`config.mk`:
```
export PLATFORM = sky130hd
export DESIGN_NAME = dio_addr_gen
export DESIGN_NICKNAME = d
export VERILOG_FILES = /design/src/design/dio_pkg.sv /design/src/design/dio_addr_gen.sv
export VERILOG_INCLUDE_DIRS = /design/src /design/src/include
export SDC_FILE = /design/constraint.sdc
export NUM_CORES = 1
export LEC_CHECK = 0
export ABC_AREA = 1
export BUFFER_PORTS_ARGS = -buffer_cell sky130_fd_sc_hd__buf_4
export CORE_MARGIN = 4
export CORE_UTILIZATION = 52
export DETAILED_ROUTE_END_ITERATION = 6
export PLACE_DENSITY = 0.77
export REMOVE_ABC_BUFFERS = 1
export SLEW_MARGIN = 20
export SYNTH_ARGS = -nofsm -noshare
export SYNTH_HDL_FRONTEND = slang
export SYNTH_SLANG_ARGS = --single-unit
```
`constraint.sdc`:
```
create_clock -name SPI_SCK -period 1.6 [get_ports SPI_SCK]
set_input_delay 0.16 -clock SPI_SCK [delete_from_list [all_inputs] [get_ports SPI_SCK]]
set_output_delay 0.16 -clock SPI_SCK [all_outputs]
set_load 0.01 [all_outputs]
```
`src/include/dio_defines.svh`:
```
// file-transfer port constants for address width, start address and directory-entry offsets
`ifndef DIO_DEFINES_SVH
`define DIO_DEFINES_SVH

// width of ioctl_addr
// 25 bits covers a 32 MB target memory
`define DIO_ADDR_W 25

// every download and upload starts here
`define DIO_START_ADDR 25'h0000000

// FAT directory entry layout as sent by the I/O controller
// 8.3 name occupies bytes 0..10, extension is bytes 8..10
`define DIO_INFO_EXT_OFS 8
// extension bytes, most significant first
`define DIO_INFO_EXT_LEN 3

// file size field at the tail of the 32-byte entry
`define DIO_INFO_SIZE_OFS 28
// size bytes, little endian on the wire
`define DIO_INFO_SIZE_LEN 4

`endif

```
`src/design/dio_pkg.sv`:
```
// shared command codes and packed types for the file-transfer port
`include "dio_defines.svh"

package dio_pkg;

	// command byte at the head of each frame
	typedef enum logic [7:0] {
		// download start (bit 0 set) or end (bit 0 clear)
		file_tx     = 8'h53,
		// download payload bytes
		file_tx_dat = 8'h54,
		// menu index of the selected file
		file_index  = 8'h55,
		// FAT directory entry of the selected file
		file_info   = 8'h56,
		// upload start or end, same bit 0 rule as file_tx
		file_rx     = 8'h57,
		// upload payload bytes, read back on SPI_DO
		file_rx_dat = 8'h58
	} dio_cmd_e;

	// transfer address into the target memory
	typedef logic [`DIO_ADDR_W-1:0] dio_addr_t;

	// current byte and its bit timing as seen by the receiver
	typedef struct packed {
		// frame command, valid after the command byte
		dio_cmd_e   cmd;
		// stored seven bits plus the live input bit
		logic [7:0] data;
		// payload byte number in the frame, sticks at 63
		logic [5:0] idx;
		// payload byte completes on this edge
		logic       done;
		// first bit of a payload byte is being sampled
		logic       first;
		// last bit of any byte, command byte included
		logic       last_bit;
	} dio_byte_t;

	// fields pulled out of the directory entry
	typedef struct packed {
		logic [23:0] ext;
		logic [31:0] size;
	} dio_file_info_t;

endpackage

```
`src/design/dio_addr_gen.sv`:
```
// transfer address counter, reloaded at session start and stepped per byte
`include "dio_defines.svh"

module dio_addr_gen (
	input  logic                   SPI_SCK,
	input  logic                   restart,
	input  logic                   advance,
	output logic [`DIO_ADDR_W-1:0] addr
);

	// survives deselect so split transfers continue where they stopped
	dio_pkg::dio_addr_t addr_q = '0;
	dio_pkg::dio_addr_t addr_next;

	always_comb begin
		// a new session takes priority over a pending step
		if (restart) begin
			addr_next = `DIO_START_ADDR;
		end else if (advance) begin
			addr_next = addr_q + 1'b1;
		end else begin
			addr_next = addr_q;
		end
	end

	always_ff @(posedge SPI_SCK) begin
		addr_q <= addr_next;
	end

	assign addr = addr_q;

	// a transfer longer than the address space is a host error
	no_wrap_a: assert property (
		@(posedge SPI_SCK)
		(advance && !restart) |-> (addr_q != '1)
	);

endmodule

```
After elaboration in Yosys (flattened, before gate mapping)
Cells that the tools add are included.
- register bits after elaboration: 25
- output and inout bits: 25
- add/sub/neg operators: 1
- operators by type and width (operator ; number):
    adder 25 x 1 -> 25 bit, second input constant ; 1

Logic depth before layout (Yosys ltp)
- word-level depth: 1
- depth in mapped cells: 9

Worst setup path before layout
No wires, ideal clock.
- path kind: register -> register
- start: register addr_q[0], in the netlist addr[0]
- end: register addr_q[14], in the netlist addr[14]
- setup time: 116 ps
- arrival time: 1223 ps
- required time: 1484 ps
- path slack: 261 ps
- cell stages (with the launch flop): 8
- path buffers: 0
- cells stage by stage: dfxtp_1 -> ha_1 -> nand2_2 -> nor2_4 -> nand2_2 -> nor2_1 -> and2_1 -> nor2_1
- cells in the longest elaborated chain, start to end: 1
- RTL lines (what ; RTL line ; text):
    start: declaration ; dio_addr_gen.sv:12 ; dio_pkg::dio_addr_t addr_q = '0;
    start signal: assignment ; dio_addr_gen.sv:27 ; addr_q <= addr_next;
    adder 25 x 1 -> 25 bit ; dio_addr_gen.sv:20 ; addr_next = addr_q + 1'b1;
No other way between the ends.
A chain may end at the register's enable or synchronous reset.

Worst setup path in the final report
- start: register addr_q[0], in the netlist addr[0]
- end: register addr_q[22], in the netlist addr[22]
Same word-level chain as after synthesis.

==> flow_metrics.py <==
metrics = {
    "placement": {
        "gp_congestion": 0.886,
        "portBuffers": 27,
        "hpwl_mm": 2.31,
    },
    "critical_path": {
        "crit_buf_inv": 0,
        "rr_worst_depth": 8,
        "r2r-start": "addr[0]",
        "crit_family": "simple AND/OR/NAND/NOR gates",
        "path_class": "reg2reg",
        "cp_data_arrival_time_ns": 1.62,
        "slowest_stage": "dfxtp_1",
        "worstPathRequired_ns": 1.82,
        "crit_fanout": 5,
        "endpoint_kind": "flip-flop",
        "cp.depth": 8,
        "start_kind": "flip-flop",
        "cp_cell_sequence": "ha_1 -> nand2_2 -> nor2_4 -> nand2_2 -> nor2_1 -> nand3_1 -> nand2_1 -> nor2_1",
        "cp-endpoint": "addr[22]",
        "ff2ff_setup_slack_ns": 0.20,
        "startpoint": "addr[0]",
        "timing.rr.end": "addr[22]",
        "max_stage_delay_ns": 0.41,
    },
    "floorplan": {
        "die_area_um2": 3250,
        "die_h_um": 57.0,
        "ioPinCount": 28,
        "rows": 17,
        "die-width_um": 57.0,
        "core-area_um2": 2250,
        "initial_core_util_pct": 55.4,
    },
    "timing": {
        "final.min_clock_period_ns": 1.40,
        "post-route-period-util_pct": 87.3,
        "rsz0062_at_grt": "no",
        "hold_viol": 0,
        "worst_slew_pin_slew_ns": 0.262,
        "slew_headroom_pct": 82.5,
        "finalSetupTns_ns": 0,
        "fin_skew_ns": 0.0146,
        "maxSlewViolCount": 0,
        "setup_viol": 0,
        "max_clock_freq_mhz": 716,
    },
    "logic_synthesis": {
        "syn_area_per_cell_um2": 6.50,
        "ys_ff_latch": 25,
        "ys_seq_area_share_pct": 40.1,
        "yosysUniqueCellTypes": 19,
        "synthCells": 192,
        "ys_warn_count": 0,
        "syn_area_um2": 1250,
    },
    "cells_and_area": {
        "area_growth_pct": 22.6,
        "final.fill_count": 237,
        "largest_reg_flops": 25,
        "drive_above_1_share_pct": 18.8,
        "diodes": 0,
        "fin_nets": 229,
        "finish.utilization_pct": 67.9,
    },
    "pwr": {
        "power_switching_uw": 224,
        "pwr-share-seq_pct": 65.4,
        "p_per_area_nw_per_um2": 631,
        "power_frac_clock_pct": 29.3,
        "power_leakage_nw": 0.612,
        "sw_frac_of_total_pct": 23.2,
        "internal_power_uw": 743,
        "max-vdd-ir-drop_mv": 0.775,
        "comb_power_share_pct": 5.2,
    },
    "routing": {
        "drtPass1Iterations": 4,
        "drcViolationCount": 0,
        "routed-via-count": 1258,
        "ant_nets": 0,
        "routedWlPerCell_um": 11.5,
        "drtIter0Drc": 30,
        "post_drt_via_cell_ratio": 4.99,
        "wl_mm": 2.91,
    },
    "global_routing": {
        "grt_start_max_net_pins": 15,
        "grtUsageTotal_pct": 18.7,
        "grt_pass1_wl_mm": 4.92,
        "grt_pass1_vias": 1131,
        "antenna_found_initial": 0,
        "overflow": 0,
    },
    "clocking": {
        "tritoncts": "done",
        "cts_root_buf": "clkbuf_4",
        "insertion_delay_ns": 0.32,
        "htreeDepth": 1,
        "cts_buffers": 3,
        "ctsLongestPathBuffers": 2,
        "clk_pin_slew_ns": 0.13,
        "cts-resized-gates": 0,
        "cts_sinks": 25,
    },
    "job": {
        "drv_cap": 0,
    },
    "worst_hold_path": {
        "hp-start": "advance",
        "hp-class": "in2reg",
    },
    "run_status": {
        "status": "finished clean",
    },
}
## through the flow
step	total power [mW]	worst slack [ns]	instance area [um2]	hold slack, ns	cells
global route	1.01	0.0382	1530	0.0465	252
finish	0.967	0.204	1530	0.0638	252
detailed placement	0.696	0.225	1490	0.361	247
global placement	0.692	0.287	1490	0.358	247
floorplan	0.672	0.261	1240	0.232	190
CTS	0.972	0.200	1520	0.00797	251
## worst register-to-register path: cells and delay by family (launching register included)
family        cells  cell delay [ns]
fa+ha+maj         1             0.20
flops             1             0.41
simple gates      7             0.71
## Yosys cell counts (all sizes together)
| master | count | area share [%] |
|---|---|---|
| o21ai | 8 | 3.2 |
| a21oi | 15 | 6.0 |
| clkbuf | 1 | 0.30 |
| inv | 18 | 5.4 |
| and2 | 2 | 1.0 |
| nor2 | 52 | 18 |
| nand3 | 9 | 3.6 |
| nand2 | 55 | 18 |
| buf | 1 | 0.30 |
| nand3b | 1 | 0.60 |
| nor3 | 1 | 0.40 |
| ha | 1 | 1.0 |
| dfxtp | 25 | 40 |
| xnor2 | 1 | 0.70 |
| xor2 | 2 | 1.4 |
## power by group through the flow
stage	registers [mW]	clock network (mW)	logic (mW)
floorplan	0.648	0	0.0237
global placement	0.646	0	0.0466
detailed placement	0.646	0	0.0493
CTS	0.633	0.290	0.0492
global route	0.635	0.322	0.0573
finish	0.633	0.283	0.0507
## layer usage
metal	GRT usage, %	vias up	part of all wire, %
met4	2.32	0	0.79
met5	0	-	0
met2	31.2	31	47
li1	-	663	-
met3	4.75	4	4.2
met1	25.2	560	48
## cells in the final DEF, fill, tap and decap left out, types with 2 or more instances in the layout
cell / instances
inv_1: 18
nor2_2: 2
o21ai_0: 8
clkbuf_4: 3
nor2_4: 4
nand2_2: 2
buf_4: 29
dfxtp_1: 25
xor2_1: 2
and2_1: 2
a21oi_1: 15
nand2_1: 52
nor2_1: 46
nand3_1: 9
## worst min path at each step
stage / slack, ns / depth (start not counted) / end
floorplan: 0.23 / 1 / addr[10]
global placement: 0.36 / 2 / addr[10]
detailed placement: 0.36 / 2 / addr[10]
CTS: 0.008 / 2 / addr[6]
global route: 0.05 / 2 / addr[0]
finish: 0.06 / 2 / addr[1]
## layout make-up
cell class | instances | area, um2 | area share [%]
Clock buffer | 3 | 22.5 | 1.47
Clock inverter | 1 | 5.00 | 0.327
Inverter | 18 | 67.6 | 4.41
Multi-Input combinational cell | 147 | 673 | 44.0
Sequential cell | 25 | 500 | 32.7
Tap cell | 28 | 35.0 | 2.29
Timing Repair Buffer | 30 | 228 | 14.9
## logic make-up after synthesis
group                    Yosys count  share of synthesized area, %
AO/OA/AOI/OAI                     23                          9.22
XOR/XNOR                           3                          2.10
adder cells (fa/ha/maj)            1                          1.00
buffers and inverters             20                          6.01
flip-flops                        25                          40.1
AND/OR/NAND/NOR                  120                          41.6
## timing repair
action	4_1_cts	5_1_grt
buffers inserted	0	0
hold buffers	0	1
setup endpoints to repair	0	0
endpoints found under the hold margin	0	1
No activity file was read; power rests on OpenSTA's default activity.
