<file path="config.mk">
export PLATFORM = sky130hd
export DESIGN_NAME = dio_spi_rx
export DESIGN_NICKNAME = d
export VERILOG_FILES = /design/src/design/dio_pkg.sv /design/src/design/dio_spi_rx.sv
export VERILOG_INCLUDE_DIRS = /design/src /design/src/include
export SDC_FILE = /design/constraint.sdc
export NUM_CORES = 1
export LEC_CHECK = 0
export BUFFER_PORTS_ARGS = -buffer_cell sky130_fd_sc_hd__clkbuf_2
export CORE_MARGIN = 2
export CORE_UTILIZATION = 49
export DETAILED_ROUTE_END_ITERATION = 8
export HOLD_SLACK_MARGIN = 0.03
export PLACE_DENSITY_LB_ADDON = 0.2
export RECOVER_POWER = 50
export SLEW_MARGIN = 40
export SYNTH_ARGS = -nofsm -noshare
export SYNTH_HDL_FRONTEND = slang
export SYNTH_SLANG_ARGS = --single-unit
</file>
<file path="constraint.sdc">
create_clock -name SPI_SCK -period 1.8 [get_ports SPI_SCK]
set_clock_uncertainty 0.1 [all_clocks]
set_input_delay 0.09 -clock SPI_SCK [delete_from_list [all_inputs] [get_ports SPI_SCK]]
set_output_delay 0.09 -clock SPI_SCK [all_outputs]
set_load 0.01 [all_outputs]
</file>
<file path="src/include/dio_defines.svh">
// file-transfer port constants for address width, start address and directory-entry offsets
`ifndef DIO_DEFINES_SVH
`define DIO_DEFINES_SVH

// width of ioctl_addr
// 25 bits covers a 32 MB target memory
`define DIO_ADDR_W 25

// every download and upload starts here
`define DIO_START_ADDR 25'h0000000

// FAT directory entry layout as sent by the I/O controller
// 8.3 name occupies bytes 0..10, extension is bytes 8..10
`define DIO_INFO_EXT_OFS 8
// extension bytes, most significant first
`define DIO_INFO_EXT_LEN 3

// file size field at the tail of the 32-byte entry
`define DIO_INFO_SIZE_OFS 28
// size bytes, little endian on the wire
`define DIO_INFO_SIZE_LEN 4

`endif

</file>
<file path="src/design/dio_pkg.sv">
// shared command codes and packed types for the file-transfer port
`include "dio_defines.svh"

package dio_pkg;

	// command byte at the head of each frame
	typedef enum logic [7:0] {
		// download start (bit 0 set) or end (bit 0 clear)
		file_tx     = 8'h53,
		// download payload bytes
		file_tx_dat = 8'h54,
		// menu index of the selected file
		file_index  = 8'h55,
		// FAT directory entry of the selected file
		file_info   = 8'h56,
		// upload start or end, same bit 0 rule as file_tx
		file_rx     = 8'h57,
		// upload payload bytes, read back on SPI_DO
		file_rx_dat = 8'h58
	} dio_cmd_e;

	// transfer address into the target memory
	typedef logic [`DIO_ADDR_W-1:0] dio_addr_t;

	// current byte and its bit timing as seen by the receiver
	typedef struct packed {
		// frame command, valid after the command byte
		dio_cmd_e   cmd;
		// stored seven bits plus the live input bit
		logic [7:0] data;
		// payload byte number in the frame, sticks at 63
		logic [5:0] idx;
		// payload byte completes on this edge
		logic       done;
		// first bit of a payload byte is being sampled
		logic       first;
		// last bit of any byte, command byte included
		logic       last_bit;
	} dio_byte_t;

	// fields pulled out of the directory entry
	typedef struct packed {
		logic [23:0] ext;
		logic [31:0] size;
	} dio_file_info_t;

endpackage

</file>
<file path="src/design/dio_spi_rx.sv">
// serial receiver for the file-transfer port, framing bits into bytes with timing strobes
module dio_spi_rx (
	input  logic               SPI_SCK,
	input  logic               SPI_SS2,
	input  logic               SPI_DI,
	output dio_pkg::dio_byte_t rx_byte
);

	// first seven bits of the byte in flight
	// the eighth bit is taken live from SPI_DI
	logic [6:0] sbuf;
	// 0..7 for the command byte, then 8..15 for every payload byte
	logic [3:0] bit_cnt;
	// command of the current frame
	dio_pkg::dio_cmd_e cmd_q;
	// payload bytes completed so far in this frame
	logic [5:0] byte_cnt;

	always_ff @(posedge SPI_SCK or posedge SPI_SS2) begin
		if (SPI_SS2) begin
			sbuf     <= '0;
			bit_cnt  <= '0;
			cmd_q    <= dio_pkg::dio_cmd_e'(8'h00);
			byte_cnt <= '0;
		end else begin
			sbuf <= {sbuf[5:0], SPI_DI};

			// wrap back to the payload range, never to the command byte
			if (bit_cnt == 4'd15) begin
				bit_cnt <= 4'd8;
			end else begin
				bit_cnt <= bit_cnt + 4'd1;
			end

			// command byte finishes on bit 7
			if (bit_cnt == 4'd7) begin
				cmd_q <= dio_pkg::dio_cmd_e'({sbuf, SPI_DI});
			end

			// saturate so long data frames keep idx at 63
			if (bit_cnt == 4'd15 && byte_cnt != 6'd63) begin
				byte_cnt <= byte_cnt + 6'd1;
			end
		end
	end

	// strobes are valid for the cycle in which the named bit is sampled
	always_comb begin
		rx_byte.cmd      = cmd_q;
		rx_byte.data     = {sbuf, SPI_DI};
		rx_byte.idx      = byte_cnt;
		rx_byte.done     = !SPI_SS2 && (bit_cnt == 4'd15);
		rx_byte.first    = !SPI_SS2 && (bit_cnt == 4'd8);
		// bit 7 of the command byte or bit 15 of a payload byte
		rx_byte.last_bit = !SPI_SS2 && (bit_cnt[2:0] == 3'd7);
	end

	// a byte cannot both start and end in one cycle
	done_first_excl_a: assert property (
		@(posedge SPI_SCK) disable iff (SPI_SS2)
		!(rx_byte.done && rx_byte.first)
	);

endmodule

</file>
# Word level (Yosys, flattened, before mapping)
# Cells that the tools add are included.
word_totals:
  register_bits: 25
  ram_bits: 0
  rom_bits: 0
  memories: 0
  latch_bits: 0
  elab_cells: 17
  out_inout_bits: 25
op_classes:
  n_shift: 0
  add_sub_neg: 2
  bitwise_logic: 0
  eq_ne: 5
  div: 0
  reduce_logical: 5
  n_mul: 0
  mux: 1
  order_cmp: 0
ops:
  columns: ["cell", "n"]
  rows:
  - ["$eq A4 B4 Y1 const B", 2]
  - ["$add A6 B1 Y6 const B", 1]
  - ["$ne A6 B6 Y1 const B", 1]
  - ["$add A4 B1 Y4 const B", 1]
  - ["$eq A4 B3 Y1 const B", 1]
  - ["$logic_and A1 B1 Y1", 4]
  - ["$mux W4", 1]
  - ["$eq A3 B3 Y1 const B", 1]
  - ["$logic_not A1 Y1", 1]

# Logic depth before layout (Yosys ltp)
# Gate-level depths: netlist (run 1).
logic_depth:
  word_depth: 2
  depth_mapped: 5
  mapped_depth_nobuf: 5

# Worst setup path before layout (run 1)
# OpenSTA, ideal clock, no wires.
synth_timing:
  path_kind: "register to register"
  startpoint: "register bit_cnt[0]"
  endpoint: "register byte_cnt[4]"
  stages_incl_launch_ff: 6
  path_buffers: 0
  arrival_time_ps: 1356
  required_time_ps: 1575
  setup_ps: 125
  slack_ps: 219
  cell_sequence: "dfrtp_1 -> ha_1 -> and3_4 -> and3_1 -> nand2_1 -> mux2_4"
synth_via:
  elab_chain_cells: 2
synth_lines:
  columns: ["item", "line_no", "source"]
  rows:
  - ["from (decl)", "dio_spi_rx.sv:13", "logic [3:0] bit_cnt;"]
  - ["from (signal assigned)", "dio_spi_rx.sv:32", "bit_cnt <= bit_cnt + 4'd1;"]
  - ["$eq A4 B4 Y1", "dio_spi_rx.sv:41", "if (bit_cnt == 4'd15 && byte_cnt != 6'd63) begin"]
  - ["$logic_and A1 B1 Y1", "dio_spi_rx.sv:41", null]
  - ["to (signal assigned)", "dio_spi_rx.sv:42", "byte_cnt <= byte_cnt + 6'd1;"]
  - ["to (decl)", "dio_spi_rx.sv:17", "logic [5:0] byte_cnt;"]
# No other way between the ends.
# A chain may end at the register's enable or synchronous reset.

# Final worst setup path (run 1)
# Same ends and word-level chain as after synthesis.

==> results.cfg, run 1 <==
[yosys]
synth_top_area_share_pct = 64.0
synth.distinct_cells = 20
synth_area_leaders = dfrtp_1 64%, mux2_2 10%, ha_1 5.1%
ys_seq_area_share_pct = 64.0
synth_seq_cells = 25
ys_warn_count = 0
avgSynthCellArea_um2 = 14.0
synth_area_um2 = 977
netlist.top_cell.by_area = dfrtp_1
syn_inst = 70
syn_nets = 77

[clock_tree]
clock_sinks = 25
cts_buffers = 3
cts_setup_buffers = 0
root_buffer = clkbuf_4
clkSlewWorstSetupHoldPaths_ns = 0.12
clock_latency_ns = 0.31
cts-htree-levels = 1
cts_tree = yes
cts_buffer_depth = 2
cts_resized = 0

[pwr]
p_leak_nw = 0.582
ir_drop_mv = 0.576
total_power_w = 0.000890
power_density_nw_per_um2 = 751

[routing]
routedWlPerCell_um = 10.9
drc = 0
detail_route.vias_per_cell = 4.83
vias = 628
antenna_left = 0
drt_iter0_markers = 7
wl_um = 1420
drtPass1Iterations = 4

[critical_path]
cp-start-kind = flop
max_stage_delay_ns = 0.42
crit_fanout = 6
worstRegToRegCells = 5
r2r_start = bit_cnt[0]$_DFF_PP0_
r2r_setup_slack_ns = 0.15
rr_endpoint = byte_cnt[4]$_DFFE_PP0P_
worstPathArrival_ns = 1.76
path_class = flop to flop
cp-end-kind = flop
cp_slowest_cell = dfrtp_1
crit_required_ns = 1.91
cp_cell_sequence = ha_1 > and3_4 > and3_1 > nand2_1 > mux2_4

[run]
maxCapViolations = 0

[outcome]
status = finished, final reports clean

[global_routing]
grt_pass1_vias = 572
gr-total-overflow = 0
grt_pass1_wl_um = 2540
grt.total_usage_pct = 13.9
grt_use_met2_pct = 20.5
grt_antenna_before_repair = 0
use_met3_pct = 3.09
grt_max_degree = 16
met1_usage_pct = 18.8
busiest_layer = met2

[floorplan]
core_um2 = 1920
die-area_um2 = 2370
chipHeight_um = 48.7
io_pins = 28
start_util_pct = 50.8
die_width_um = 48.7
rows = 16

[cells_and_area]
diodes = 0
multiInputGateArea_um2 = 329
seq_area_um2 = 626
fin_area_um2 = 1180
area_growth_pct = 21.3
fillers = 172
final_nets = 111
drive_gt1_share_pct = 35.0

[timing]
fin_crit_ns = 1.65
worst_slew_pin_slew_ns = 0.739
whs_ns = 0.218
timing.setup.tns_ns = 0
drv_slew = 0
finalSetupViolations = 0
rsz0062_at_grt = no
finalCritPeriodShare_pct = 91.5
finalHoldViolCount = 0
fmax_mhz = 607
timing.slew.headroom_pct = 50.7

[placement]
post_dp_cell_area_um2 = 1150
port_buffers = 27
place_hpwl_um = 1100
gp_congestion = 0.742

[hold_path]
holdCritPathClass = primary input to async pin
-- area by class of cell --
class / instances / area share, %
Sequential cell: 25 / 52.8
Multi-Input combinational cell: 40 / 27.8
Timing Repair Buffer: 30 / 12.8
Tap cell: 27 / 2.85
Clock buffer: 3 / 1.90
Inverter: 4 / 1.27
Clock inverter: 1 / 0.634
-- worst max-delay path, delay by kind of cell (launching register included) --
family / cells / cell delay [ns]
adders and majority gates: 1 / 0.26
DFF: 1 / 0.42
muxes: 1 / 0.29
and+or+nand+nor: 3 / 0.48
-- cells in the final DEF (no fill, tap or decap), types with 2 or more instances in the layout --
| cell type | count |
|---|---|
| a21oi_1 | 3 |
| nor2_1 | 3 |
| nand3_1 | 4 |
| and3_1 | 4 |
| ha_1 | 4 |
| dfrtp_1 | 25 |
| xnor2_1 | 2 |
| clkbuf_4 | 3 |
| dlygate4sd3_1 | 2 |
| nand2_1 | 2 |
| clkbuf_2 | 21 |
| mux2_2 | 9 |
| clkbuf_1 | 7 |
| inv_1 | 4 |
-- registers in the layout (all words and copies together), names as in the netlist --
name and cells:
cmd_q 8, sbuf 7, byte_cnt 6, bit_cnt 4
-- cell families (layout without fill, tap and decap cells) --
logic type | count (synthesis) | after routing | share of synthesized area (%)
AOI/OAI and AO/OA | 4 | 4 | 2.43
xor gates and xnor gates | 2 | 2 | 1.79
adders and majority gates | 4 | 4 | 5.12
buffers and inverters | 5 | 38 | 2.30
DFF | 25 | 25 | 64.0
muxes | 11 | 11 | 12.9
and+or+nand+nor | 19 | 19 | 11.4
-- layer usage --
layer  share of wire, %  vias up
met2                 44       21
li1                   -      306
met1                 47      296
met4                3.4        0
met3                4.8        5
met5                  0        -
-- power by group --
part	switching, W	total (W)	internal [W]	leakage, nW
registers	0.00000916	0.000588	0.000579	0.295
clock network	0.000166	0.000251	0.0000850	0.0139
logic	0.0000302	0.0000517	0.0000215	0.273
-- worst max-delay path by stage --
| stage | startpoint | end | slack (ns) | depth (start not counted) |
|---|---|---|---|---|
| 2_1_floorplan | bit_cnt[0]$_DFF_PP0_ | byte_cnt[4]$_DFFE_PP0P_ | 0.22 | 5 |
| 3_3_place_gp | bit_cnt[0]$_DFF_PP0_ | byte_cnt[4]$_DFFE_PP0P_ | 0.19 | 5 |
| 3_5_place_dp | bit_cnt[0]$_DFF_PP0_ | byte_cnt[4]$_DFFE_PP0P_ | 0.17 | 5 |
| 4_1_cts | bit_cnt[0]$_DFF_PP0_ | byte_cnt[4]$_DFFE_PP0P_ | 0.15 | 5 |
| 5_1_grt | bit_cnt[0]$_DFF_PP0_ | rx_byte[0] | 0.07 | 4 |
| 6_report | bit_cnt[0]$_DFF_PP0_ | byte_cnt[4]$_DFFE_PP0P_ | 0.15 | 5 |
-- synthesized netlist by cell type --
cell      number
nand3b_1       1
nor2_1         3
mux2_2         9
buf_4          1
nand3_1        4
ha_1           4
mux2i_1        1
and3_4         1
inv_1          4
nor2b_1        1
a41oi_1        1
and2_1         1
nand2_1        2
a21oi_1        3
and3_1         4
mux2_4         1
nand2b_1       1
nor4bb_1       1
dfrtp_1       25
xnor2_1        2
-- stage by stage --
stage                     cells  utilization, %  worst slack [ns]
final                       130            61.7             0.153
after global routing        130            61.7            0.0692
after CTS                   130            62.2             0.148
after detailed placement    124            59.6             0.168
after global placement      124            59.6             0.192
after floorplan              70               -             0.219
-- repair_timing --
item,4_1_cts,5_1_grt
hold endpoints to repair,12,0
setup endpoints to repair,0,0
hold buffers,2,0
No activity file was read; power rests on OpenSTA's default activity.
==> run 2: changes to the inputs <==
--- a/config.mk
+++ b/config.mk
@@ -7,6 +7,7 @@
 export NUM_CORES = 1
 export LEC_CHECK = 0
 export BUFFER_PORTS_ARGS = -buffer_cell sky130_fd_sc_hd__clkbuf_2
+export CAP_MARGIN = 25
 export CORE_MARGIN = 2
 export CORE_UTILIZATION = 49
 export DETAILED_ROUTE_END_ITERATION = 8
==> constraint.sdc (replaced) <==
create_clock -name SPI_SCK -period 1.52 [get_ports SPI_SCK]
set_clock_uncertainty 0.1 [all_clocks]
set_input_delay 0.076 -clock SPI_SCK [delete_from_list [all_inputs] [get_ports SPI_SCK]]
set_output_delay 0.076 -clock SPI_SCK [all_outputs]
set_load 0.01 [all_outputs]
==> run 2 against run 1 <==
Compared with the run above: cell count increased by 6.9%; non-clock buffer count increased by 9; final area increased by 16%; largest cell class unchanged; die area unchanged; clock power increased by 21%; first-iteration DRC count decreased by 29%; setup slack got worse by 0.25 ns; sequential power increased by 19%; the flow now finishes with violations (negative setup slack); clock-buffer cell count unchanged; sequential cell count unchanged; hold slack improved by 0.051 ns.
==> results.cfg, run 2 (same netlist as run 1, synthesis figures left out) <==
[timing]
rsz0062_at_grt = yes
finalCritPeriodShare_pct = 106
whs_ns = 0.270
fin_crit_ns = 1.61
timing.setup.tns_ns = -0.140
fmax_mhz = 620
timing.slew.headroom_pct = 67.6
finalHoldViolCount = 0
finalSetupViolations = 4
fin_ws_ns = -0.0932
drv_slew = 0
worst_slew_pin_slew_ns = 0.485

[global_routing]
busiest_layer = met2
gr-total-overflow = 0
grt_antenna_before_repair = 0
grt_pass1_wl_um = 3060
grt_pass1_vias = 611
grt_use_met2_pct = 25.6
grt.total_usage_pct = 16.8
grt_max_degree = 16
met1_usage_pct = 25.2
use_met3_pct = 2.78

[clock_tree]
cts_buffers = 3
cts_tree = yes
cts_buffer_depth = 2
clock_latency_ns = 0.32
clkSlewWorstSetupHoldPaths_ns = 0.14
cts-htree-levels = 1
clock_sinks = 25
root_buffer = clkbuf_4

[routing]
wl_um = 1790
vias = 673
drc = 0
detail_route.vias_per_cell = 4.84
drtPass1Iterations = 4
antenna_left = 0
drt_iter0_markers = 5
routedWlPerCell_um = 12.9

[floorplan]
die_width_um = 48.7
rows = 16
core_um2 = 1920
die-area_um2 = 2370
chipHeight_um = 48.7
io_pins = 28
start_util_pct = 50.8

[pwr]
total_power_w = 0.00107
p_sw_share_pct = 23.6
power_density_nw_per_um2 = 778
p_sw_w = 0.000252
ir_drop_mv = 0.520
p_int_w = 0.000814
power.share.clock_pct = 28.5
combPwrFrac_pct = 6.2
power_frac_seq_pct = 65.4
p_leak_nw = 0.652

[cells_and_area]
top_register = cmd_q
diodes = 0
final_nets = 120
area_growth_pct = 40.2
layout_common_cells = 24 x dfrtp_1, 23 x clkbuf_2, 9 x mux2_2
reg_top3 = cmd_q: 8 flops, sbuf: 7 flops, byte_cnt: 6 flops
fin_area_um2 = 1370
largest_reg_flops = 8
drive_gt1_share_pct = 57.1
final_common_cell = dfrtp_1

[run]
maxCapViolations = 0

[critical_path]
r2r_start = bit_cnt[0]$_DFF_PP0_
max_stage_delay_ns = 0.45
cp_slowest_cell = dfrtp_1
cp_cell_sequence = ha_4 > buf_6 > ha_4 > nor2b_4 > buf_6
cp-start-kind = flop
crit_required_ns = 1.34
path_class = flop to output pin
crit_start = bit_cnt[0]$_DFF_PP0_
worstRegToRegCells = 5
crit_fanout = 3
rr_endpoint = byte_cnt[4]$_DFFE_PP0P_
worstPathArrival_ns = 1.44
cp-end-kind = output pin
r2r_setup_slack_ns = -0.01

[placement]
dp_slack_ns = 0.00437
place_hpwl_um = 1240
gp_congestion = 0.720
post_dp_cell_area_um2 = 1220
port_buffers = 27

[hold_path]
holdCritPathClass = primary input to async pin

[outcome]
violations = negative setup slack
status = finished, violations left
-- run 2: cell types whose count changed in the layout (fill, tap and decap cells not counted), sizes merged --
cell and delta:
clkbuf -4, buf +13
-- run 2: critical path: cells and delay by family, from the launching register on --
kind / cells / cell delay, ns
adders and majority gates: 2 / 0.33
buffers and inverters: 2 / 0.23
DFF: 1 / 0.45
and+or+nand+nor: 1 / 0.12
-- run 2: area by class of cell --
class                           count  area, um2
Timing Repair Buffer               39        259
Sequential cell                    25        627
Inverter                            4       20.0
Fill cell                         149        552
Clock inverter                      1       7.51
Multi-Input combinational cell     40        400
Clock buffer                        3       22.5
Tap cell                           27       33.8
-- run 2: metrics by stage --
step,cells,util [%]
2_1_floorplan,70,-
3_3_place_gp,130,63.3
3_5_place_dp,130,63.3
4_1_cts,137,69.2
5_1_grt,139,71.3
6_report,139,71.3
-- run 2: power groups by stage --
stage                     Combinational (W)  Clock [W]  Sequential, W
after floorplan                   0.0000219          0       0.000719
after global placement            0.0000617          0       0.000709
after detailed placement          0.0000627          0       0.000710
after CTS                         0.0000675   0.000304       0.000697
after global routing              0.0000727   0.000347       0.000702
final                             0.0000657   0.000303       0.000697
-- run 2: repair_timing --
item / CTS / global route
gates resized for setup: 14 / 9
pin swaps: 5 / 1
buffers inserted: 1 / 2
endpoints found under the setup margin: 3 / 7
endpoints found under the hold margin: 14 / 0
hold buffers: 2 / 0
-- run 2: worst max path at each step --
| stage | to | slack [ns] |
|---|---|---|
| detailed placement | byte_cnt[4]$_DFFE_PP0P_ | 0.004 |
| CTS | rx_byte[0] | -0.09 |
| global route | rx_byte[0] | -0.15 |
| floorplan | byte_cnt[4]$_DFFE_PP0P_ | 0.003 |
| global placement | byte_cnt[4]$_DFFE_PP0P_ | 0.02 |
| finish | rx_byte[0] | -0.09 |
-- run 2: per-layer routing --
metal | wire [um] | share of wire [%]
met1 | 883 | 49
met2 | 832 | 46
met3 | 62 | 3.5
met4 | 13 | 0.73
met5 | 0 | 0
