===== src/include/dio_defines.svh =====
// file-transfer port constants for address width, start address and directory-entry offsets
`ifndef DIO_DEFINES_SVH
`define DIO_DEFINES_SVH

// width of ioctl_addr
// 25 bits covers a 32 MB target memory
`define DIO_ADDR_W 25

// every download and upload starts here
`define DIO_START_ADDR 25'h0000000

// FAT directory entry layout as sent by the I/O controller
// 8.3 name occupies bytes 0..10, extension is bytes 8..10
`define DIO_INFO_EXT_OFS 8
// extension bytes, most significant first
`define DIO_INFO_EXT_LEN 3

// file size field at the tail of the 32-byte entry
`define DIO_INFO_SIZE_OFS 28
// size bytes, little endian on the wire
`define DIO_INFO_SIZE_LEN 4

`endif


===== src/design/dio_pkg.sv =====
// shared command codes and packed types for the file-transfer port
`include "dio_defines.svh"

package dio_pkg;

	// command byte at the head of each frame
	typedef enum logic [7:0] {
		// download start (bit 0 set) or end (bit 0 clear)
		file_tx     = 8'h53,
		// download payload bytes
		file_tx_dat = 8'h54,
		// menu index of the selected file
		file_index  = 8'h55,
		// FAT directory entry of the selected file
		file_info   = 8'h56,
		// upload start or end, same bit 0 rule as file_tx
		file_rx     = 8'h57,
		// upload payload bytes, read back on SPI_DO
		file_rx_dat = 8'h58
	} dio_cmd_e;

	// transfer address into the target memory
	typedef logic [`DIO_ADDR_W-1:0] dio_addr_t;

	// current byte and its bit timing as seen by the receiver
	typedef struct packed {
		// frame command, valid after the command byte
		dio_cmd_e   cmd;
		// stored seven bits plus the live input bit
		logic [7:0] data;
		// payload byte number in the frame, sticks at 63
		logic [5:0] idx;
		// payload byte completes on this edge
		logic       done;
		// first bit of a payload byte is being sampled
		logic       first;
		// last bit of any byte, command byte included
		logic       last_bit;
	} dio_byte_t;

	// fields pulled out of the directory entry
	typedef struct packed {
		logic [23:0] ext;
		logic [31:0] size;
	} dio_file_info_t;

endpackage


===== src/design/dio_ctrl.sv =====
// command decode, session flags, menu index and memory write strobe
module dio_ctrl (
	input  logic               SPI_SCK,
	input  logic               SPI_SS2,
	input  dio_pkg::dio_byte_t rx_byte,
	output logic               restart,
	output logic               advance,
	output logic               info_en,
	output logic               ioctl_download,
	output logic               ioctl_upload,
	output logic [7:0]         ioctl_index,
	output logic               ioctl_wr,
	output logic [7:0]         ioctl_dout
);

	// command decode of the current frame
	logic is_tx;
	logic is_tx_dat;
	logic is_index;
	logic is_rx;
	logic is_rx_dat;

	// session state, only changed by commands
	logic       download_q = 1'b0;
	logic       upload_q   = 1'b0;
	logic [7:0] index_q    = 8'h00;

	// write strobe and its data
	logic       wr_q;
	logic [7:0] dout_q;
	logic       wr_take;

	assign is_tx     = (rx_byte.cmd == dio_pkg::file_tx);
	assign is_tx_dat = (rx_byte.cmd == dio_pkg::file_tx_dat);
	assign is_index  = (rx_byte.cmd == dio_pkg::file_index);
	assign is_rx     = (rx_byte.cmd == dio_pkg::file_rx);
	assign is_rx_dat = (rx_byte.cmd == dio_pkg::file_rx_dat);

	// bit 0 of the session byte selects start over end
	assign restart = rx_byte.done && (is_tx || is_rx) && rx_byte.data[0];

	// data bytes are only written inside a download session
	assign wr_take = rx_byte.done && is_tx_dat && download_q;

	always_ff @(posedge SPI_SCK) begin
		if (rx_byte.done) begin
			if (is_tx) begin
				download_q <= rx_byte.data[0];
				// a new download ends any upload
				if (rx_byte.data[0]) begin
					upload_q <= 1'b0;
				end
			end
			if (is_rx) begin
				upload_q <= rx_byte.data[0];
				if (rx_byte.data[0]) begin
					download_q <= 1'b0;
				end
			end
			if (is_index) begin
				index_q <= rx_byte.data;
			end
		end
	end

	// strobe lasts one cycle, deselect drops it at once
	always_ff @(posedge SPI_SCK or posedge SPI_SS2) begin
		if (SPI_SS2) begin
			wr_q <= 1'b0;
		end else begin
			wr_q <= wr_take;
		end
	end

	always_ff @(posedge SPI_SCK) begin
		if (wr_take) begin
			dout_q <= rx_byte.data;
		end
	end

	// download steps after the write cycle, upload steps as each
	// payload byte begins so the transmitter sees the next byte
	assign advance = wr_q || (rx_byte.first && is_rx_dat && upload_q);

	assign info_en        = (rx_byte.cmd == dio_pkg::file_info);
	assign ioctl_download = download_q;
	assign ioctl_upload   = upload_q;
	assign ioctl_index    = index_q;
	assign ioctl_wr       = wr_q;
	assign ioctl_dout     = dout_q;

	// memory is only written during a download session
	wr_in_download_a: assert property (
		@(posedge SPI_SCK) ioctl_wr |-> ioctl_download
	);

	// the two sessions exclude each other
	one_session_a: assert property (
		@(posedge SPI_SCK) !(ioctl_download && ioctl_upload)
	);

endmodule


===== config.mk =====
export PLATFORM = sky130hd
export DESIGN_NAME = dio_ctrl
export DESIGN_NICKNAME = d
export VERILOG_FILES = /design/src/design/dio_pkg.sv /design/src/design/dio_ctrl.sv
export VERILOG_INCLUDE_DIRS = /design/src /design/src/include
export SDC_FILE = /design/constraint.sdc
export NUM_CORES = 1
export LEC_CHECK = 0
export BUFFER_PORTS_ARGS = -buffer_cell sky130_fd_sc_hd__buf_2
export CELL_PAD_IN_SITES_DETAIL_PLACEMENT = 0
export CELL_PAD_IN_SITES_GLOBAL_PLACEMENT = 1
export CORE_ASPECT_RATIO = 1.1
export CORE_MARGIN = 2
export CORE_UTILIZATION = 32
export DETAILED_ROUTE_END_ITERATION = 10
export MAX_ROUTING_LAYER = met4
export PLACE_DENSITY_LB_ADDON = 0.2
export SETUP_SLACK_MARGIN = 0.3
export SYNTH_ARGS = -nofsm -noshare
export SYNTH_HDL_FRONTEND = slang
export SYNTH_SLANG_ARGS = --single-unit
export TNS_END_PERCENT = 1

===== constraint.sdc =====
create_clock -name SPI_SCK -period 1.6 [get_ports SPI_SCK]
set_input_delay 0.08 -clock SPI_SCK [delete_from_list [all_inputs] [get_ports SPI_SCK]]
set_output_delay 0.08 -clock SPI_SCK [all_outputs]
set_load 0.005 [all_outputs]

Yosys cells after proc, flatten, opt, wreduce, memory -nomap -nowiden
Cells that the tools add are included.
{"block": "word_totals", "rom_bits": 0, "mem_count": 0, "word_cells": 29, "mem_bits_rw": 0, "input_bits": 27, "latchBits": 0, "regBits": 19}
{"block": "classes", "addsub": 0, "mul": 0, "n_shift": 0, "n_reduce_logical": 12, "mux": 6, "eq_ne": 6, "bitwise": 0, "div": 0, "magnitude_cmp": 0}
{"op": "$eq A8 B7 Y1 const B", "count": 6}
{"op": "$logic_and A1 B1 Y1", "count": 6}
{"op": "$mux W1", "count": 6}
{"op": "$reduce_bool A2 Y1", "count": 2}
{"op": "$reduce_and A3 Y1", "count": 1}
{"op": "$logic_or A1 B1 Y1", "count": 2}
{"op": "$reduce_and A2 Y1", "count": 1}

Longest topological paths before layout
Gate-level depths: netlist of the first run.
{"block": "logic_depth", "depth_word": 4, "depth_mapped": 3, "depth_no_buf": 3}

Least setup slack after synthesis of the first run
No wires, ideal clock.
{"block": "synth_timing", "kind": "input port to flip-flop", "startpoint": "in rx_byte[24] in the netlist's numbering", "endpoint": "reg dout_q[0] (netlist: ioctl_dout[0]) (enable)", "path_slack_ns": 0.349, "setup_time_ns": 0.336, "arrival_ns": 0.915, "cell_stages": 3, "required_ns": 1.264, "n_path_buf": 0, "path_cell_list": "nand4bb_4 -> nor3_1 -> and4b_1"}
{"block": "synth_between", "elab_chain_len": 3}
{"item": "start, declared", "line": "dio_ctrl.sv:5", "source": "input dio_pkg::dio_byte_t rx_byte,"}
{"item": "$eq A8 B7 Y1", "line": "dio_ctrl.sv:34", "source": "assign is_tx_dat = (rx_byte.cmd == dio_pkg::file_tx_dat);"}
{"item": "$logic_and A1 B1 Y1 (2 in a row)", "line": "dio_ctrl.sv:43", "source": "assign wr_take = rx_byte.done && is_tx_dat && download_q;"}
{"item": "via wr_take", "line": "dio_ctrl.sv:31", "source": "logic wr_take;"}
{"item": "end signal, assigned", "line": "dio_ctrl.sv:77", "source": "dout_q <= rx_byte.data;"}
{"item": "end, declared", "line": "dio_ctrl.sv:30", "source": "logic [7:0] dout_q;"}
The timed path passes the listed nets, and every way through them passes these cells.
A chain may end at the register's enable or synchronous reset.

Worst setup path in the final report of the first run
{"block": "layout_timing", "startpoint": "reg upload_q (netlist: ioctl_upload)", "endpoint": "out advance"}
{"block": "layout_between", "elab_chain_len": 2}
{"item": "start, declared", "line": "dio_ctrl.sv:25", "source": "logic upload_q = 1'b0;"}
{"item": "start signal, assigned", "line": "dio_ctrl.sv:55", "source": "upload_q <= rx_byte.data[0];"}
{"item": "$logic_and A1 B1 Y1", "line": "dio_ctrl.sv:83", "source": "assign advance = wr_q || (rx_byte.first && is_rx_dat && upload_q);"}
{"item": "$logic_or A1 B1 Y1", "line": "dio_ctrl.sv:83"}
{"item": "end, declared", "line": "dio_ctrl.sv:7", "source": "output logic advance,"}
No other way between the ends.

==> metrics.txt, run 1 <==
status=finished clean; Avg WL per Cell=11.1 um; hold path endpoint=ioctl_download$_DFFE_PP_; # DRC=0; via count=543; hold_sp=rx_byte[2]; syn_nets=65; setup TNS=0 ns; fraction of registers with async set/reset=0.0526; Critical Path Sink Type=output pin; vias per inst=4.45; worst hold path class=input pin to register; H-tree levels=1; number of CTS-inserted buffers=3; die height=53.6 um; DIE WIDTH=49.1 um; Initial DRC Count=12; RSZ-0062 raised after global routing=yes; Synth area leader=edfxtp_1; vias in the first global route=526; FP Rows=17; Peak Freq=826 MHz; CP required=1.52 ns; layout cells sized above 1=0.532; Buffers on Ports=41; first-pass GRT wire length=2130 um; first-pass iteration count of the detailed router=4; Avg Synthesized Cell Area=18.8 um^2; number of library cell types mapped by synthesis=16; startpoint types=register; global placer's final weighted congestion=0.713; reg2reg end=ioctl_dout[0]$_DFFE_PP_; Routed WL=1360 um; area delta synth->final=52.8%; fin. max-slew vios=0; number of diodes=0; ys flop type=edfxtp_1; synthesized flop and latch total=19; crit path DAT=1.13 ns; Worst-path clk slew=0.10 ns; starting density of the core=0.347; Tmin final=1.21 ns; top-area cell type share of the netlist area=0.755; dpl cell area=978 um^2; TritonCTS clock tree=done; Leak=0.486 nW; final setup fails=0; largest net degree at the start of global routing=12; fin crit share=0.756; gr usage total=0.114; hpwl dp=1010 um; die area=2630 um^2; Final Worst Setup Slack=0.390 ns; I/O pin count=49; worst-skew pair later-pin latency=0.28 ns; post-CTS setup buffer count=0; worst reg2reg path depth=2; mapped cell area=716 um^2; max cap viols=0; top cells by area, synth=edfxtp_1 76%, nand4bb_4 3.8%, dfrtp_1 3.5%; reg-to-reg slack, setup=0.56 ns; worst slack at placement=0.103 ns; DRT antenna net count=0; peak supply drop=551 uV; final net count=122; initial antenna violation count=0; Root Driver=clkbuf_4; clk sink count=19; Hold Vio Cnt, Final=0; Post-Route Skew=0.00141 ns; Clock Tree Buf Depth=2; warnings from Yosys=0; core footprint=2060 um^2; post-route cell area=1090 um^2; Crit Reg-Reg Startpoint=ioctl_download$_DFFE_PP_; PwrDens=768 nW/um^2; slew margin rel.=0.752; gr ovfl total=0; WHS Path Cells=1; Critical Path Fanout Max=2; Seq/Total Area, Yosys=0.790; Setup CP Type=register to output pin; Post-synth EDFFs=18; Worst-Margin Slew=0.371 ns; Synth Instances=38
==> critical path, cell delays in order, from the launching register on <==
cell      delay [ns]
edfxtp_1        0.38
nand4_1         0.12
o41ai_2         0.19
buf_2           0.15
==> sequential cells by signal, summed over array words and instances, names as in the netlist <==
name	cells
ioctl_dout	8
ioctl_download	1
ioctl_wr	1
ioctl_upload	1
ioctl_index	8
==> worst max-delay path by stage <==
stage / from / to / slack, ns
5_1_grt: ioctl_upload$_SDFFCE_PP0P_ / advance / 0.30
2_1_floorplan: rx_byte[24] / ioctl_dout[0]$_DFFE_PP_ / 0.35
6_report: ioctl_upload$_SDFFCE_PP0P_ / advance / 0.39
4_1_cts: ioctl_upload$_SDFFCE_PP0P_ / advance / 0.35
3_5_place_dp: rx_byte[24] / ioctl_index[5]$_DFFE_PP_ / 0.10
3_3_place_gp: rx_byte[24] / ioctl_index[5]$_DFFE_PP_ / 0.11
==> metrics by stage <==
step                      hold slack (ns)  std cells  total power [mW]  utilization
after floorplan                    -0.191         38             0.570            -
after global placement            -0.0865        110             0.606        0.474
after detailed placement          -0.0851        110             0.607        0.474
after CTS                          0.0302        122             0.848        0.526
after global routing               0.0268        122             0.875        0.530
final                              0.0359        122             0.840        0.530
==> cell usage after synthesis, types with 2 or more instances <==
library cell	number
edfxtp_1	18
inv_1	3
and3_1	2
nor2b_1	2
nor3_1	2
==> timing repair <==
action | 4_1_cts | 5_1_grt
setup endpoints to repair | 0 | 1
gates resized for setup | 0 | 1
hold buffers | 8 | 0
hold endpoints to repair | 15 | 0
==> per-layer routing <==
layer | GRT usage | part of all wire | up-vias
met1 | 0.132 | 0.41 | 245
met3 | 0.0250 | 0.079 | 0
met5 | - | 0 | -
met4 | 0.0571 | 0 | 0
li1 | - | - | 267
met2 | 0.189 | 0.51 | 31
==> layout make-up <==
class	count	area, um^2
clock buffer	3	22.5
clock inverter	1	5.00
fill	201	970
inverter	3	11.3
multi-input combinational	16	146
sequential	19	566
tap	28	35.0
timing repair buffer	52	308
==> cells by family after synthesis <==
family,count (synthesis),synth area share
DFF,19,0.790
and+or+nand+nor,12,0.140
AOI/OAI and AO/OA,4,0.0542
buffers and inverters,3,0.0157
==> power by group <==
part	switching (mW)	internal [mW]
clock	0.136	0.0928
combinational	0.0256	0.0392
sequential	0.00136	0.545
==> cell usage in the layout (no fill, tap or decap), types with 2 or more instances in the layout <==
cell type       n
dlygate4sd3_1   8
nor3_1          2
buf_2          41
clkbuf_4        3
edfxtp_1       18
buf_4           3
nor2b_1         2
inv_1           3
and3_1          2
Note: power is estimated with default switching activity, not from simulation.
==> inputs of run 2 (changes only) <==
ABC_AREA = 1   (was not set)
CORE_UTILIZATION = 26   (was 32)
clock period = 1 ns   (was 1.6 ns; I/O delays follow)
==> run 2 against run 1 <==
The run now ends with negative setup slack left. Register-to-register slack got worse by 0.61 ns. Sequential cell count did not move. Clock power rose by 58%. Critical path depth did not move. Total power rose by 69%. Combinational power rose to 2.9 times the previous value.
==> metrics.txt, run 2 <==
post-synthesis compound-gate area fraction=0.0287 (-0.0255); Initial DRC Count=3 (-9); ys flop type=edfxtp_1; H-tree levels=1 (unchanged); Worst-Margin Slew=0.214 ns (-0.158 ns); most common library cell in the layout ignoring fill and taps=buf_2; hold path endpoint=ioctl_index[0]$_DFFE_PP_; worst slack at placement=-0.137 ns (-0.240 ns); die height=60.0 um (+12%); DP Cell Count=142 (+29%); metal2 WL=738 um (+7.7%); Crit Reg-Reg Startpoint=ioctl_download$_DFFE_PP_; Met3 Wirelength=149 um (+39%); top-area cell type share of the netlist area=0.730 (-0.0255); vias in the first global route=622 (+18%); hpwl dp=1260 um (+24%); TritonCTS clock tree=done; number of CTS-inserted buffers=3 (unchanged); Fillers=268 (+33%); final net count=150 (+23%); # DRC=0 (unchanged); warnings from Yosys=0 (unchanged); largest family of logic cells by synthesized area=simple AND/OR/NAND/NOR gates; number of library cell types mapped by synthesis=15 (-1); core footprint=2730 um^2 (+32%); vias per inst=4.10 (-8.0%); global placer's final weighted congestion=0.802 (+13%); die area=3290 um^2 (+25%); Setup CP Type=register to register; peak supply drop=523 uV (-5.1%); mapped cell area=741 um^2 (+3.5%); layout cells sized above 1=0.672 (+0.140); FP Rows=20 (+3); Seq/Total Area, Yosys=0.764 (-0.0267); Hold Vio Cnt, Final=0 (unchanged); gr ovfl total=0 (unchanged); Worst-path clk slew=0.10 ns (about the same); Critical Path Sink Type=register; status=complete, but fails checks; initial antenna violation count=0 (unchanged); Post-synth EDFFs=18 (unchanged); Clock Tree Buf Depth=2 (unchanged); count leader, synth=edfxtp_1; commonest non-fill, non-tap cells in the layout=37 x buf_2, 18 x edfxtp_1, 10 x buf_4; Root Driver=clkbuf_4; top cells by area, synth=edfxtp_1 73%, inv_1 4.6%, nand2_1 4.6%; Layout Cells excl Fill=155 (+27%); worst hold path class=input pin to register; WHS Path Cells=1 (unchanged); final setup fails=9 (+9); dpl cell area=1110 um^2 (+14%); syn_nets=81 (+25%); Post-Route Skew=0.00425 ns (+0.00284 ns); Max Used Layer=met4; number of diodes=0 (unchanged); fraction of registers with async set/reset=0.0526 (unchanged); Peak Freq=953 MHz; startpoint types=register; DRT antenna net count=0 (unchanged); gr usage total=0.106 (-0.00724); CP required=1.00 ns (-0.52 ns); DIE WIDTH=54.9 um (+12%); synthesized flop and latch total=19 (unchanged); Leak=0.580 nW (+19%); mux cell area share after synthesis=0 (unchanged); reg-to-reg slack, setup=-0.05 ns (-0.61 ns); RSZ-0062 raised after global routing=yes; largest net degree at the start of global routing=11 (-1); slew margin rel.=0.857 (+0.105); PwrDens=1060 nW/um^2 (+38%); Final Worst Setup Slack=-0.0494 ns (-0.439 ns); met1 WL=658 um (+17%); fin. max-slew vios=0 (unchanged); Tmin final=1.05 ns; crit path DAT=1.05 ns (-0.08 ns); Synth Instances=54 (+42%); simple-gate share of the synthesized area=0.162 (+0.0223); I/O pin count=49 (unchanged); worst reg2reg path depth=3 (+1); Post-Synth XOR/XNOR Area=0 (unchanged); clk sink count=19 (unchanged); failing checks=negative setup slack; max cap viols=0 (unchanged); reg2reg end=ioctl_dout[3]$_DFFE_PP_; Critical Path Fanout Max=9 (+7); Avg Synthesized Cell Area=13.7 um^2 (-27%); fin crit share=1.05; via count=635 (+17%); first-pass GRT wire length=2460 um (+16%); Avg WL per Cell=10.0 um (-9.7%); Routed WL=1560 um (+15%); post-route cell area=1340 um^2 (+23%); starting density of the core=0.272 (-0.0753); worst-skew pair later-pin latency=0.28 ns (about the same); Synth area leader=edfxtp_1; area delta synth->final=81.1%; Buffers on Ports=41 (unchanged); first-pass iteration count of the detailed router=2 (-2); synth cell count leaders=18 x edfxtp_1, 9 x inv_1, 9 x nand2_1; hold_sp=rx_byte[9]; adder-cell share of the synthesized area=0 (unchanged)
## run 2: cell types whose count changed after synthesis, sizes merged, moves of 2 or more
| cell | change |
|---|---|
| nand2 | +9 |
| inv | +6 |
| nor2 | +5 |
| nand3 | +4 |
| nor4 | +3 |
| a21oi | +2 |
| and3 | -2 |
| nor2b | -2 |
## run 2: per-stage QoR
| step | TNS (ns) | hold WS, ns | utilization | total power [mW] |
|---|---|---|---|---|
| after floorplan | -2.06 | -0.221 | - | 0.931 |
| after global placement | -1.41 | -0.110 | 0.409 | 1.02 |
| after detailed placement | -1.64 | -0.114 | 0.409 | 1.02 |
| after CTS | -0.472 | 0.0223 | 0.475 | 1.43 |
| after global routing | -1.20 | 0.0130 | 0.492 | 1.50 |
| final | -0.394 | 0.0237 | 0.492 | 1.42 |
## run 2: repair_timing
action / CTS / global route
buffers inserted: 1 / 0
resized for setup: 18 / 10
hold buffers: 8 / 0
setup endpoints to repair: 41 / 41
hold endpoints to repair: 15 / 0
pin swaps: 9 / 8
## run 2: worst max-delay path: stages, from the launching register on
cell	delay (ns)
edfxtp_1	0.39
nand2_2	0.07
nor4_4	0.14
buf_6	0.17
## run 2: worst max-delay path by stage
stage,end,cells after the start,start,slack (ns)
finish,ioctl_dout[3]$_DFFE_PP_,3,ioctl_download$_DFFE_PP_,-0.05
global placement,ioctl_dout[6]$_DFFE_PP_,5,rx_byte[20],-0.12
CTS,ioctl_dout[4]$_DFFE_PP_,3,ioctl_download$_DFFE_PP_,-0.05
global route,ioctl_dout[2]$_DFFE_PP_,3,ioctl_download$_DFFE_PP_,-0.13
detailed placement,ioctl_dout[6]$_DFFE_PP_,5,rx_byte[20],-0.14
floorplan,ioctl_dout[0]$_DFFE_PP_,2,ioctl_download$_DFFE_PP_,-0.16
## run 2: cell type report
class | instances | area [um^2] | area share
Multi-Input combinational cell | 26 | 233 | 0.174
Inverter | 9 | 33.8 | 0.0252
Sequential cell | 19 | 566 | 0.422
Clock buffer | 4 | 26.3 | 0.0196
Tap cell | 33 | 41.3 | 0.0308
Timing Repair Buffer | 64 | 442 | 0.329
## run 2: logic make-up after synthesis
| family | count (synthesis) |
|---|---|
| AND/OR/NAND/NOR | 23 |
| flip-flops | 19 |
| buffers and inverters | 9 |
| AO/OA/AOI/OAI | 3 |
## run 2: power breakdown
group	switching [mW]	internal [mW]
Combinational	0.0835	0.105
Clock	0.207	0.155
Sequential	0.00196	0.872
## run 2: layer usage
metal  global-route usage  up-vias
li1                     -      322
met1                0.135      281
met2                0.170       30
met3               0.0225        2
met4               0.0314        0
met5                    -        -
